[src/logic/cpu_pkg.sv]
package cpu_pkg;

	localparam int data_w = 8;

	// the start PC is read from this address after reset.
	localparam logic [data_w-1:0] vector_addr = 8'h00;

	// SP pre-decrements on a push, so the first push lands at 0xFF.
	localparam logic [data_w-1:0] sp_reset = 8'h00;

	typedef enum logic [3:0] {
		ADD   = 4'h0,
		SUB   = 4'h1,
		AND   = 4'h2,
		XOR   = 4'h3,
		LDI   = 4'h4,
		LD    = 4'h5,
		ST    = 4'h6,
		JZ    = 4'h7,
		CALL  = 4'h8,
		PUSH  = 4'h9,
		POP   = 4'hA,
		RET   = 4'hB,
		NOP_C = 4'hC,
		NOP_D = 4'hD,
		NOP_E = 4'hE,
		HALT  = 4'hF
	} opcode_e;

	typedef struct packed {
		opcode_e    opcode;
		logic [1:0] rd;
		logic [1:0] rs;
	} instr_reg_t;

	typedef struct packed {
		opcode_e    opcode;
		logic [3:0] imm4;
	} instr_imm_t;

	// one instruction byte, seen either with register fields or with the jump offset.
	typedef union packed {
		instr_reg_t r;
		instr_imm_t i;
	} instr_t;

	typedef enum logic [2:0] {
		VECTOR,
		FETCH,
		DECODE,
		EXEC1,
		EXEC2,
		EXEC3,
		HALTED
	} state_e;

	typedef enum logic [1:0] {ALU_ADD, ALU_SUB, ALU_AND, ALU_XOR} alu_op_e;

	typedef enum logic [1:0] {ADDR_PC, ADDR_RS, ADDR_SP, ADDR_VEC} addr_sel_e;

	typedef enum logic {WDATA_RD, WDATA_PC} wdata_sel_e;

	typedef enum logic {REG_ALU, REG_BUS} reg_src_e;

	typedef enum logic [1:0] {PC_INC, PC_BUS, PC_TMP, PC_REL} pc_src_e;

endpackage

[src/logic/cpu_ctrl_if.sv]
interface cpu_ctrl_if;

	cpu_pkg::alu_op_e    alu_op;
	logic                alu_we;
	logic                reg_we;
	cpu_pkg::reg_src_e   reg_src;
	logic                ir_we;
	logic                pc_we;
	cpu_pkg::pc_src_e    pc_src;
	logic                tmp_we;
	logic                sp_inc;
	logic                sp_dec;
	cpu_pkg::addr_sel_e  addr_sel;
	cpu_pkg::wdata_sel_e wdata_sel;

	// status returned by the datapath.
	cpu_pkg::instr_t     instr;
	logic                z;

	modport ctrl (
		output alu_op, alu_we, reg_we, reg_src, ir_we, pc_we, pc_src,
		output tmp_we, sp_inc, sp_dec, addr_sel, wdata_sel,
		input  instr, z
	);

	modport dp (
		input  alu_op, alu_we, reg_we, reg_src, ir_we, pc_we, pc_src,
		input  tmp_we, sp_inc, sp_dec, addr_sel, wdata_sel,
		output instr, z
	);

endinterface

[src/logic/cpu_bus_if.sv]
interface cpu_bus_if;

	logic                        req;
	logic                        we;
	logic [cpu_pkg::data_w-1:0]  adr;
	logic [cpu_pkg::data_w-1:0]  wdata;
	logic [cpu_pkg::data_w-1:0]  rdata;
	logic                        done;

	// req holds with adr, wdata and we stable until the cycle where done is high.
	modport ctrl (
		output req, we,
		input  done
	);

	modport dp (
		output adr, wdata,
		input  rdata
	);

	modport master (
		input  req, we, adr, wdata,
		output rdata, done
	);

endinterface

[src/logic/cpu_controller.sv]
module cpu_controller (
	input  logic           clk,
	input  logic           nRst,
	cpu_ctrl_if.ctrl       ctrl,
	cpu_bus_if.ctrl        bus,
	output logic           halted
);

	cpu_pkg::state_e state;
	cpu_pkg::state_e state_next;

	// strobes default low and the bus states only raise them once done arrives.
	always_comb begin
		ctrl.alu_op    = cpu_pkg::ALU_ADD;
		ctrl.alu_we    = 1'b0;
		ctrl.reg_we    = 1'b0;
		ctrl.reg_src   = cpu_pkg::REG_ALU;
		ctrl.ir_we     = 1'b0;
		ctrl.pc_we     = 1'b0;
		ctrl.pc_src    = cpu_pkg::PC_INC;
		ctrl.tmp_we    = 1'b0;
		ctrl.sp_inc    = 1'b0;
		ctrl.sp_dec    = 1'b0;
		ctrl.addr_sel  = cpu_pkg::ADDR_PC;
		ctrl.wdata_sel = cpu_pkg::WDATA_RD;
		bus.req        = 1'b0;
		bus.we         = 1'b0;
		state_next     = state;
		case (state)
			cpu_pkg::VECTOR: begin
				bus.req       = 1'b1;
				ctrl.addr_sel = cpu_pkg::ADDR_VEC;
				ctrl.pc_src   = cpu_pkg::PC_BUS;
				if (bus.done) begin
					ctrl.pc_we = 1'b1;
					state_next = cpu_pkg::FETCH;
				end
			end
			cpu_pkg::FETCH: begin
				bus.req = 1'b1;
				if (bus.done) begin
					ctrl.ir_we = 1'b1;
					ctrl.pc_we = 1'b1;
					state_next = cpu_pkg::DECODE;
				end
			end
			cpu_pkg::DECODE: begin
				case (ctrl.instr.r.opcode)
					cpu_pkg::NOP_C, cpu_pkg::NOP_D, cpu_pkg::NOP_E: state_next = cpu_pkg::FETCH;
					cpu_pkg::HALT: state_next = cpu_pkg::HALTED;
					default: state_next = cpu_pkg::EXEC1;
				endcase
			end
			cpu_pkg::EXEC1: begin
				state_next = cpu_pkg::FETCH;
				case (ctrl.instr.r.opcode)
					cpu_pkg::ADD: begin
						ctrl.alu_op = cpu_pkg::ALU_ADD;
						ctrl.alu_we = 1'b1;
					end
					cpu_pkg::SUB: begin
						ctrl.alu_op = cpu_pkg::ALU_SUB;
						ctrl.alu_we = 1'b1;
					end
					cpu_pkg::AND: begin
						ctrl.alu_op = cpu_pkg::ALU_AND;
						ctrl.alu_we = 1'b1;
					end
					cpu_pkg::XOR: begin
						ctrl.alu_op = cpu_pkg::ALU_XOR;
						ctrl.alu_we = 1'b1;
					end
					cpu_pkg::LDI, cpu_pkg::LD: begin
						bus.req      = 1'b1;
						ctrl.reg_src = cpu_pkg::REG_BUS;
						if (ctrl.instr.r.opcode == cpu_pkg::LD)
							ctrl.addr_sel = cpu_pkg::ADDR_RS;
						if (!bus.done)
							state_next = state;
						else begin
							ctrl.reg_we = 1'b1;
							ctrl.pc_we  = (ctrl.instr.r.opcode == cpu_pkg::LDI);
						end
					end
					cpu_pkg::ST: begin
						bus.req       = 1'b1;
						bus.we        = 1'b1;
						ctrl.addr_sel = cpu_pkg::ADDR_RS;
						if (!bus.done)
							state_next = state;
					end
					cpu_pkg::JZ: begin
						ctrl.pc_src = cpu_pkg::PC_REL;
						ctrl.pc_we  = ctrl.z;
					end
					cpu_pkg::CALL: begin
						bus.req = 1'b1;
						if (!bus.done)
							state_next = state;
						else begin
							ctrl.tmp_we = 1'b1;
							ctrl.pc_we  = 1'b1;
							state_next  = cpu_pkg::EXEC2;
						end
					end
					cpu_pkg::PUSH: begin
						ctrl.sp_dec = 1'b1;
						state_next  = cpu_pkg::EXEC2;
					end
					cpu_pkg::POP, cpu_pkg::RET: begin
						bus.req       = 1'b1;
						ctrl.addr_sel = cpu_pkg::ADDR_SP;
						ctrl.reg_src  = cpu_pkg::REG_BUS;
						ctrl.pc_src   = cpu_pkg::PC_BUS;
						if (!bus.done)
							state_next = state;
						else begin
							ctrl.reg_we = (ctrl.instr.r.opcode == cpu_pkg::POP);
							ctrl.pc_we  = (ctrl.instr.r.opcode == cpu_pkg::RET);
							state_next  = cpu_pkg::EXEC2;
						end
					end
					default: ;
				endcase
			end
			cpu_pkg::EXEC2: begin
				state_next = cpu_pkg::FETCH;
				case (ctrl.instr.r.opcode)
					cpu_pkg::CALL: begin
						ctrl.sp_dec = 1'b1;
						state_next  = cpu_pkg::EXEC3;
					end
					cpu_pkg::PUSH: begin
						bus.req       = 1'b1;
						bus.we        = 1'b1;
						ctrl.addr_sel = cpu_pkg::ADDR_SP;
						if (!bus.done)
							state_next = state;
					end
					cpu_pkg::POP, cpu_pkg::RET: ctrl.sp_inc = 1'b1;
					default: ;
				endcase
			end
			cpu_pkg::EXEC3: begin
				// only CALL gets here; the return address goes out while PC loads the target.
				bus.req        = 1'b1;
				bus.we         = 1'b1;
				ctrl.addr_sel  = cpu_pkg::ADDR_SP;
				ctrl.wdata_sel = cpu_pkg::WDATA_PC;
				ctrl.pc_src    = cpu_pkg::PC_TMP;
				if (bus.done) begin
					ctrl.pc_we = 1'b1;
					state_next = cpu_pkg::FETCH;
				end
			end
			default: ;
		endcase
	end

	always_ff @(posedge clk or negedge nRst) begin
		if (!nRst)
			state <= cpu_pkg::VECTOR;
		else
			state <= state_next;
	end

	assign halted = (state == cpu_pkg::HALTED);

endmodule

[src/logic/cpu_datapath.sv]
module cpu_datapath (
	input  logic           clk,
	input  logic           nRst,
	cpu_ctrl_if.dp         ctrl,
	cpu_bus_if.dp          bus
);

	logic [cpu_pkg::data_w-1:0] regs [4];
	logic [cpu_pkg::data_w-1:0] pc;
	logic [cpu_pkg::data_w-1:0] sp;
	logic [cpu_pkg::data_w-1:0] tmp;
	logic [cpu_pkg::data_w-1:0] rd_val;
	logic [cpu_pkg::data_w-1:0] rs_val;
	logic [cpu_pkg::data_w-1:0] alu_y;
	logic [cpu_pkg::data_w-1:0] reg_wdata;
	logic [cpu_pkg::data_w-1:0] rel_off;
	logic [cpu_pkg::data_w-1:0] pc_next;
	cpu_pkg::instr_t            ir;
	logic                       z;

	assign rd_val = regs[ir.r.rd];
	assign rs_val = regs[ir.r.rs];

	always_comb begin
		case (ctrl.alu_op)
			cpu_pkg::ALU_ADD: alu_y = rd_val + rs_val;
			cpu_pkg::ALU_SUB: alu_y = rd_val - rs_val;
			cpu_pkg::ALU_AND: alu_y = rd_val & rs_val;
			default:          alu_y = rd_val ^ rs_val;
		endcase
	end

	assign reg_wdata = (!ctrl.alu_we && ctrl.reg_src == cpu_pkg::REG_BUS) ? bus.rdata : alu_y;

	// the jump offset counts from the byte after JZ, since PC has already moved past it.
	assign rel_off = {{(cpu_pkg::data_w-4){ir.i.imm4[3]}}, ir.i.imm4};

	always_comb begin
		case (ctrl.pc_src)
			cpu_pkg::PC_INC: pc_next = pc + 1'b1;
			cpu_pkg::PC_BUS: pc_next = bus.rdata;
			cpu_pkg::PC_TMP: pc_next = tmp;
			default:         pc_next = pc + rel_off;
		endcase
	end

	always_comb begin
		case (ctrl.addr_sel)
			cpu_pkg::ADDR_PC: bus.adr = pc;
			cpu_pkg::ADDR_RS: bus.adr = rs_val;
			cpu_pkg::ADDR_SP: bus.adr = sp;
			default:          bus.adr = cpu_pkg::vector_addr;
		endcase
	end

	assign bus.wdata = (ctrl.wdata_sel == cpu_pkg::WDATA_PC) ? pc : rd_val;

	always_ff @(posedge clk or negedge nRst) begin
		if (!nRst) begin
			pc <= '0;
			sp <= cpu_pkg::sp_reset;
			z  <= 1'b0;
		end else begin
			if (ctrl.pc_we)
				pc <= pc_next;
			if (ctrl.sp_dec)
				sp <= sp - 1'b1;
			else if (ctrl.sp_inc)
				sp <= sp + 1'b1;
			// loads and pops leave the flag alone.
			if (ctrl.alu_we)
				z <= (alu_y == '0);
		end
	end

	always_ff @(posedge clk) begin
		if (ctrl.alu_we || ctrl.reg_we)
			regs[ir.r.rd] <= reg_wdata;
		if (ctrl.ir_we)
			ir <= bus.rdata;
		if (ctrl.tmp_we)
			tmp <= bus.rdata;
	end

	assign ctrl.instr = ir;
	assign ctrl.z     = z;

endmodule

[src/logic/cpu_bus_master.sv]
module cpu_bus_master (
	input  logic                        clk,
	input  logic                        nRst,
	cpu_bus_if.master                   bus,
	output logic                        wb_cyc,
	output logic                        wb_stb,
	output logic                        wb_we,
	output logic [cpu_pkg::data_w-1:0]  wb_adr,
	output logic [cpu_pkg::data_w-1:0]  wb_dat_w,
	input  logic [cpu_pkg::data_w-1:0]  wb_dat_r,
	input  logic                        wb_ack
);

	logic active;

	// a cycle opens the clock after req and closes the clock after ack.
	// the bus then idles for a cycle before the next request can open.
	always_ff @(posedge clk or negedge nRst) begin
		if (!nRst) begin
			active <= 1'b0;
			wb_we  <= 1'b0;
		end else if (!active) begin
			if (bus.req) begin
				active <= 1'b1;
				wb_we  <= bus.we;
			end
		end else if (wb_ack) begin
			active <= 1'b0;
			wb_we  <= 1'b0;
		end
	end

	always_ff @(posedge clk) begin
		if (!active && bus.req) begin
			wb_adr   <= bus.adr;
			wb_dat_w <= bus.wdata;
		end
	end

	assign wb_cyc = active;
	assign wb_stb = active;

	assign bus.done  = active && wb_ack;
	assign bus.rdata = wb_dat_r;

endmodule

[src/logic/cpu_top.sv]
module cpu_top (
	input  logic                        clk,
	input  logic                        nRst,
	output logic                        wb_cyc,
	output logic                        wb_stb,
	output logic                        wb_we,
	output logic [cpu_pkg::data_w-1:0]  wb_adr,
	output logic [cpu_pkg::data_w-1:0]  wb_dat_w,
	input  logic [cpu_pkg::data_w-1:0]  wb_dat_r,
	input  logic                        wb_ack,
	output logic                        halted
);

	cpu_ctrl_if i_ctrl_if ();
	cpu_bus_if  i_bus_if ();

	cpu_controller i_controller (
		.clk    (clk),
		.nRst   (nRst),
		.ctrl   (i_ctrl_if.ctrl),
		.bus    (i_bus_if.ctrl),
		.halted (halted)
	);

	cpu_datapath i_datapath (
		.clk  (clk),
		.nRst (nRst),
		.ctrl (i_ctrl_if.dp),
		.bus  (i_bus_if.dp)
	);

	cpu_bus_master i_bus_master (
		.clk      (clk),
		.nRst     (nRst),
		.bus      (i_bus_if.master),
		.wb_cyc   (wb_cyc),
		.wb_stb   (wb_stb),
		.wb_we    (wb_we),
		.wb_adr   (wb_adr),
		.wb_dat_w (wb_dat_w),
		.wb_dat_r (wb_dat_r),
		.wb_ack   (wb_ack)
	);

endmodule

[config.mk]
export PLATFORM = sky130hd
export DESIGN_NAME = cpu_top
export DESIGN_NICKNAME = d
export VERILOG_FILES = /design/src/logic/cpu_pkg.sv /design/src/logic/cpu_ctrl_if.sv /design/src/logic/cpu_bus_if.sv /design/src/logic/cpu_controller.sv /design/src/logic/cpu_datapath.sv /design/src/logic/cpu_bus_master.sv /design/src/logic/cpu_top.sv
export SDC_FILE = /design/constraint.sdc
export NUM_CORES = 1
export LEC_CHECK = 0
export ABC_AREA = 1
export BUFFER_PORTS_ARGS = -buffer_cell sky130_fd_sc_hd__buf_2
export CORE_MARGIN = 2
export CORE_UTILIZATION = 59
export CTS_BUF_LIST = sky130_fd_sc_hd__clkbuf_4
export DETAILED_ROUTE_END_ITERATION = 12
export PLACE_DENSITY = 0.78
export SLEW_MARGIN = 15
export SYNTH_ARGS = -nofsm -noshare
export SYNTH_HDL_FRONTEND = slang
export SYNTH_HIERARCHICAL = 1
export SYNTH_SLANG_ARGS = --single-unit
[constraint.sdc]
create_clock -name clk -period 6.3 [get_ports clk]
set_input_delay 0.315 -clock clk [delete_from_list [all_inputs] [get_ports clk]]
set_output_delay 0.315 -clock clk [all_outputs]
set_load 0.005 [all_outputs]
### After elaboration in Yosys (flattened, before gate mapping)

Memories as Yosys holds them, arrays and structs flattened. A register that Yosys moved wholly into a read port is not among the register bits.
Cells that the tools add are included.

* flip-flop bits (word level): 54
* latch bits: 0
* RAM bits: 32
* ROM bits: 0
* bits of input ports: 11
* output and inout port bits: 20
* memories: 1

* $add $sub $neg: 6
* multipliers: 0
* div/mod/pow operators: 0
* $lt $le $gt $ge: 0
* equality and inequality tests: 30
* shift-type cells: 0
* multiplexer cells: 57
* bitwise operators: 2
* reductions and logical operators: 27

Memory list
* i_datapath.regs: depth 4, width 8, read ports 2, clocked after memory_dff 2, write ports 1, RTL line cpu_datapath.sv:8 `logic [cpu_pkg::data_w-1:0] regs [4];`

Operator list (count)
* 8-bit case mux with 3 select lines: 3
* 4-bit == test (second input constant): 8
* 8-bit 2-to-1 mux: 4
* 1-bit 2-to-1 mux: 28
* 2-bit case mux with 3 select lines: 3
* 8-bit by 1-bit adder with 8-bit output (second input constant): 2
* 8-bit adder: 2
* 4-bit by 3-bit == test with 1-bit output (second input constant): 4
* 3-bit case mux with 5 select lines: 1
* 3-bit case mux with 2 select lines: 2
* 3-bit OR reduction: 4
* 3-bit == test (second input constant): 3
* 3-bit 2-to-1 mux: 3
* 3-bit case mux with 3 select lines: 1
* 8-bit bitwise AND: 1
* 4-bit by 2-bit == test with 1-bit output (second input constant): 2
* 8-bit zero test: 1
* 2-bit 2-to-1 mux: 4
* 2-bit case mux with 4 select lines: 1
* 4-bit OR reduction: 2
* 8-bit by 1-bit subtractor with 8-bit output (second input constant): 1
* 8-bit subtractor: 1
* 8-bit XOR: 1
* 2-bit by 1-bit == test with 1-bit output (second input constant): 3
* 23 further kinds: 37

### Depth between registers and ports, before layout

* depth in word-level cells: 7
* depth in mapped cells: 22
* gate-level depth less buffers: 22

### Hierarchy

The synthesis kept the hierarchy.

By module, submodules not included
* cpu_datapath: instances 1, cells each 559, area each 4609.4 um^2
* cpu_bus_master: instances 1, cells each 39, area each 648.1 um^2
* cpu_controller: instances 1, cells each 114, area each 568.0 um^2

### Worst setup path before layout

Ideal clock, no wire load.

* path type: register to register
* start point: register i_controller.state[2]
* end point: memory i_datapath/regs[0][5] (netlist name), data pin
* setup time: 0.285 ns
* arrival time: 2.803 ns
* slack: 3.212 ns
* cell stages (with the launch flop): 20
* clock period less this slack: 3.088 ns
* cell sequence: dfrtp_1 inv_2 nand3_4 inv_2 nand2_1 nor2_1 inv_1 nor2_1 inv_1 o21ai_1 xor2_1 ha_1 nand2_1 or2_2 nand3_1 nand2_1 nand3_1 nand3_1 nand2_1 o21ai_0

* cells in the longest elaborated chain, start to end: 5
* elaborated cells between the ends (all ways): 11
* those cells by class: eq/ne: 3; mux: 5; reduce/logical: 3

Ends and longest elaborated chain
* start: declaration: RTL line cpu_controller.sv:9 `cpu_pkg::state_e state;`
* start signal: assignment: RTL line cpu_controller.sv:162 `state <= cpu_pkg::VECTOR;`
* start signal: assignment: RTL line cpu_controller.sv:164 `state <= state_next;`
* 3-bit by 2-bit == test with 1-bit output (*): RTL line cpu_controller.sv:29 `case (state)`
* 2-bit 2-to-1 mux (*): RTL line cpu_controller.sv:29
* via i_ctrl_if.alu_op[0]: RTL line cpu_ctrl_if.sv:3 `cpu_pkg::alu_op_e alu_op;`
* 2-bit == test (tied with other cells): RTL line cpu_datapath.sv:25 `case (ctrl.alu_op)`
* 8-bit case mux with 3 select lines (*): RTL line cpu_datapath.sv:25
* 8-bit 2-to-1 mux (*): RTL line cpu_datapath.sv:33 `assign reg_wdata = (!ctrl.alu_we && ctrl.reg_src == cpu_pkg::REG_BUS) ? bus.rdata : alu_y;`
* via i_datapath.reg_wdata, one bit: RTL line cpu_datapath.sv:15 `logic [cpu_pkg::data_w-1:0] reg_wdata;`
* end: declaration: RTL line cpu_datapath.sv:8

Mark *: on every way through the listed nets, which the timed path passes. The rest lies on a longest branch.

### Worst setup path in the final report

* start point: register i_controller.state[2]
* end point: register i_datapath.z, in the netlist i_datapath/ctrl.z

* cells in the longest elaborated chain, start to end: 5
* elaborated cells between the ends (all ways): 8
* those cells by class: eq/ne: 3; mux: 3; reduce/logical: 2

Ends and longest elaborated chain
* 3-bit by 2-bit == test with 1-bit output (*): RTL line cpu_controller.sv:29
* 2-bit 2-to-1 mux (*): RTL line cpu_controller.sv:29
* via i_ctrl_if.alu_op[0]: RTL line cpu_ctrl_if.sv:3
* 2-bit == test (tied with other cells): RTL line cpu_datapath.sv:25
* 8-bit case mux with 3 select lines (*): RTL line cpu_datapath.sv:25
* 8-bit zero test (*): RTL line cpu_datapath.sv:72 `z <= (alu_y == '0);`
* end signal: assignment: RTL line cpu_datapath.sv:72
* end: declaration: RTL line cpu_datapath.sv:19 `logic z;`

Marks and branches as above.
A chain may end at the register's enable or synchronous reset.

==> metrics <==
top_reg_cell synth=edfxtp_1; Setup WS pre-CTS=2.77 ns; Largest delay share family, worst path=simple AND/OR/NAND/NOR gates; Initial Util=60.2%; Slew headroom=47.5%; post-synth cell types=50; antenna violations before repair=0; gpl congestion=0.999; Worst Setup SP=i_controller/state[2]; status=completed; Max Clock Skew=0.0207 ns; Crit Reg-Reg Startpoint=i_controller/state[2]; LEAKAGE=2.84 nW; Iter 0 DRT Violations=453; Worst Hold Class=primary input to flop; final instance area=6140 um2; CTS resizes=0; required time worst endpoint=6.71 ns; Post-synth EDFFs=64; routed vias=4971; register bit count reported by yosys=90; clock sink count=90; RSZ-0062 raised after global routing=no; antenna cells=0; post-CTS setup repair buffer count=0; Flop pwr share=34.4%; final clock period utilization by the worst path=58.1%; number of max-cap violations=0; fin nets=781; Remaining Overflow, GRT=0; Comb pwr share=56.2%; Inst Count DP=856; post-layout minimum cycle time=3.66 ns; Clock Tree Buf Depth=2; # rows=36; drt total wl=14000 um; non-filler instance count after layout=873; Max VDD drop=0.248 mV; Reg clk slew, reported paths=0.14 ns; Clock Latency Late Sink=0.46 ns; top-area cell type share of the netlist area=33.0%; H-Tree Depth=3; io pins=31; Largest stage delay, worst path=0.47 ns; I/O Buffers=30; Num CTS Buffers=9; DP Wirelength=10900 um; fillers=798; drt via density=5.69; Worst EP arrival=4.07 ns; maximum fanout along the worst path=8; Die Ht=103 um; WL per Instance=16.0 um; actual slew at the worst max-slew pin=0.787 ns; Die Area=10700 um2; top post-synthesis cells by area=edfxtp_1 (33%), nand2_1 (11%), dfrtp_1 (9.5%); Die Width=103 um; Final Hold Viols=0; clock root buffer=clkbuf_4; Worst setup SP type=flop; Setup Crit Path Kind=flop to flop; WP buf/inv=4; vias in the first global route=4437; area grow syn2layout=5.35%; largest net degree at the start of global routing=23; DRT Pass-1 Iters=6; antenna-violating nets left=0; CTS tree=yes; post-synthesis instance area=5830 um2; clock power share=9.4%; area of the core=9680 um2; yosys warns=6; final setup fails=0; Final WS setup=2.64 ns; global-route wire length before repair=22300 um; Slew Limit Fails=0; Post-CTS Hold Fix Bufs=1; Final Util=63.4%; layout cells sized above 1=11.6%; crit path capture type=flop; Mapped Nets=758; Slowest cell on crit path=dfrtp_1; Max Clk Rate=0.273 GHz; total power density per cell area=491 nW/um2; Synth area leader=edfxtp_1; placed standard-cell area=6010 um2; Avg Synthesized Cell Area=8.18 um2; worst path cell trace=inv_2 -> nand3_4 -> inv_2 -> nand2_1 -> nor2_1 -> inv_1 -> nor2_1 -> inv_1 -> o21ai_1 -> xor2_1 -> ha_1 -> a21oi_1 -> nand3b_1 -> nand3_1 -> nand3_1 -> nor2_1 -> nand2_1 -> nor3_1 -> nand3_1 -> nand2_1; DRC errors left=0; Post-synth ARST share=24.4%; Pint=1.58 mW; HP Start=wb_dat_r[5]; Seq/Total Area, Yosys=43.8%; total track usage=27.8%; cells after synthesis=712; switching power total=1.44 mW; Fin Setup TNS=0 ns; switch share=47.6%
==> Yosys cell counts (2+ instances only) <==
| master | n |
|---|---|
| a22o_1 | 5 |
| nand2_2 | 11 |
| o21ai_1 | 5 |
| o21bai_1 | 2 |
| nor3_1 | 8 |
| fa_1 | 3 |
| dfrtp_1 | 22 |
| nor2_1 | 58 |
| o22ai_1 | 9 |
| xor2_1 | 14 |
| inv_1 | 88 |
| o21ai_0 | 59 |
| clkbuf_1 | 6 |
| nand3_2 | 4 |
| o21ai_2 | 2 |
| edfxtp_1 | 64 |
| ha_1 | 32 |
| nand3_1 | 49 |
| dfxtp_1 | 4 |
| buf_6 | 3 |
| o221ai_1 | 8 |
| a22oi_1 | 2 |
| buf_4 | 11 |
| o31ai_1 | 2 |
| or2_2 | 4 |
| nand4_1 | 7 |
| inv_2 | 10 |
| nand2_1 | 174 |
| a21oi_1 | 25 |
==> power by group through the flow <==
stage | clock network [mW] | registers, mW | logic [mW]
final | 0.284 | 1.04 | 1.69
after global placement | 0 | 1.05 | 1.61
after floorplan | 0 | 0.998 | 1.27
after global routing | 0.313 | 1.06 | 1.90
after CTS | 0.287 | 1.03 | 1.66
after detailed placement | 0 | 1.05 | 1.65
==> stage by stage <==
stage,hold WS (ns),power (mW)
after CTS,0.0432,2.98
after global placement,0.325,2.65
final,0.0446,3.01
after floorplan,0.0194,2.27
after global routing,0.0294,3.27
after detailed placement,0.329,2.70
==> flip-flops by register name, indices dropped and copies added (netlist names), named ones only <==
signal and flops:
i_datapath/tmp 8, i_bus_master/wb_adr 8, i_datapath/pc 8, i_datapath/ctrl.z 1
i_bus_master/wb_we 1, i_datapath/sp 8, i_bus_master/wb_cyc 1, i_datapath/regs 32
i_controller/state 3, i_bus_master/wb_dat_w 8, i_datapath/ctrl.instr 8
==> cells in the final DEF, fill, tap and decap left out, drive strengths merged, types with 9 or more instances in the layout <==
cell | synthesis | layout
a21oi | 26 | 26
buf | 16 | 34
clkbuf | 7 | 11
dfrtp | 22 | 22
edfxtp | 64 | 64
ha | 32 | 32
inv | 100 | 100
nand2 | 185 | 185
nand3 | 54 | 54
nor2 | 60 | 60
o21ai | 66 | 66
o22ai | 9 | 9
xor2 | 14 | 14
==> cells by family after synthesis <==
group	share of synthesized area, %
AND/OR/NAND/NOR	23.8
XOR/XNOR	2.26
AO/OA/AOI/OAI	12.7
buffers and inverters	9.45
adder cells (fa/ha/maj)	7.90
flip-flops	43.8
==> layout make-up <==
type	instances	area (um2)	share of cell area, %
clock buffers	11	82.6	1.35
multi-input cells	498	2730	44.4
well taps	133	166	2.71
clock inverters	5	31.3	0.510
inverters	101	387	6.30
repair buffers	35	190	3.10
flip-flops and latches	90	2550	41.6
==> layer usage <==
| metal | up-vias | GRT usage, % | part of all wire (%) |
|---|---|---|---|
| met1 | 2311 | 40.5 | 45 |
| li1 | 2425 | - | - |
| met2 | 227 | 41.6 | 46 |
| met5 | - | 0 | 0 |
| met4 | 0 | 8.60 | 0.79 |
| met3 | 8 | 6.25 | 8.3 |
==> final timing paths <==
kind,to,slack [ns],cells after the start
min reg2reg,i_datapath/sp[7],0.50,1
min in group asynchronous,i_bus_master/wb_we,0.35,2
max,i_datapath/ctrl.z,2.64,20
min,i_datapath/ctrl.instr[5],0.04,1
max reg2reg,i_datapath/ctrl.z,2.64,20
max in group asynchronous,i_datapath/pc[7],5.58,2
(Power assumes the default switching activity.)
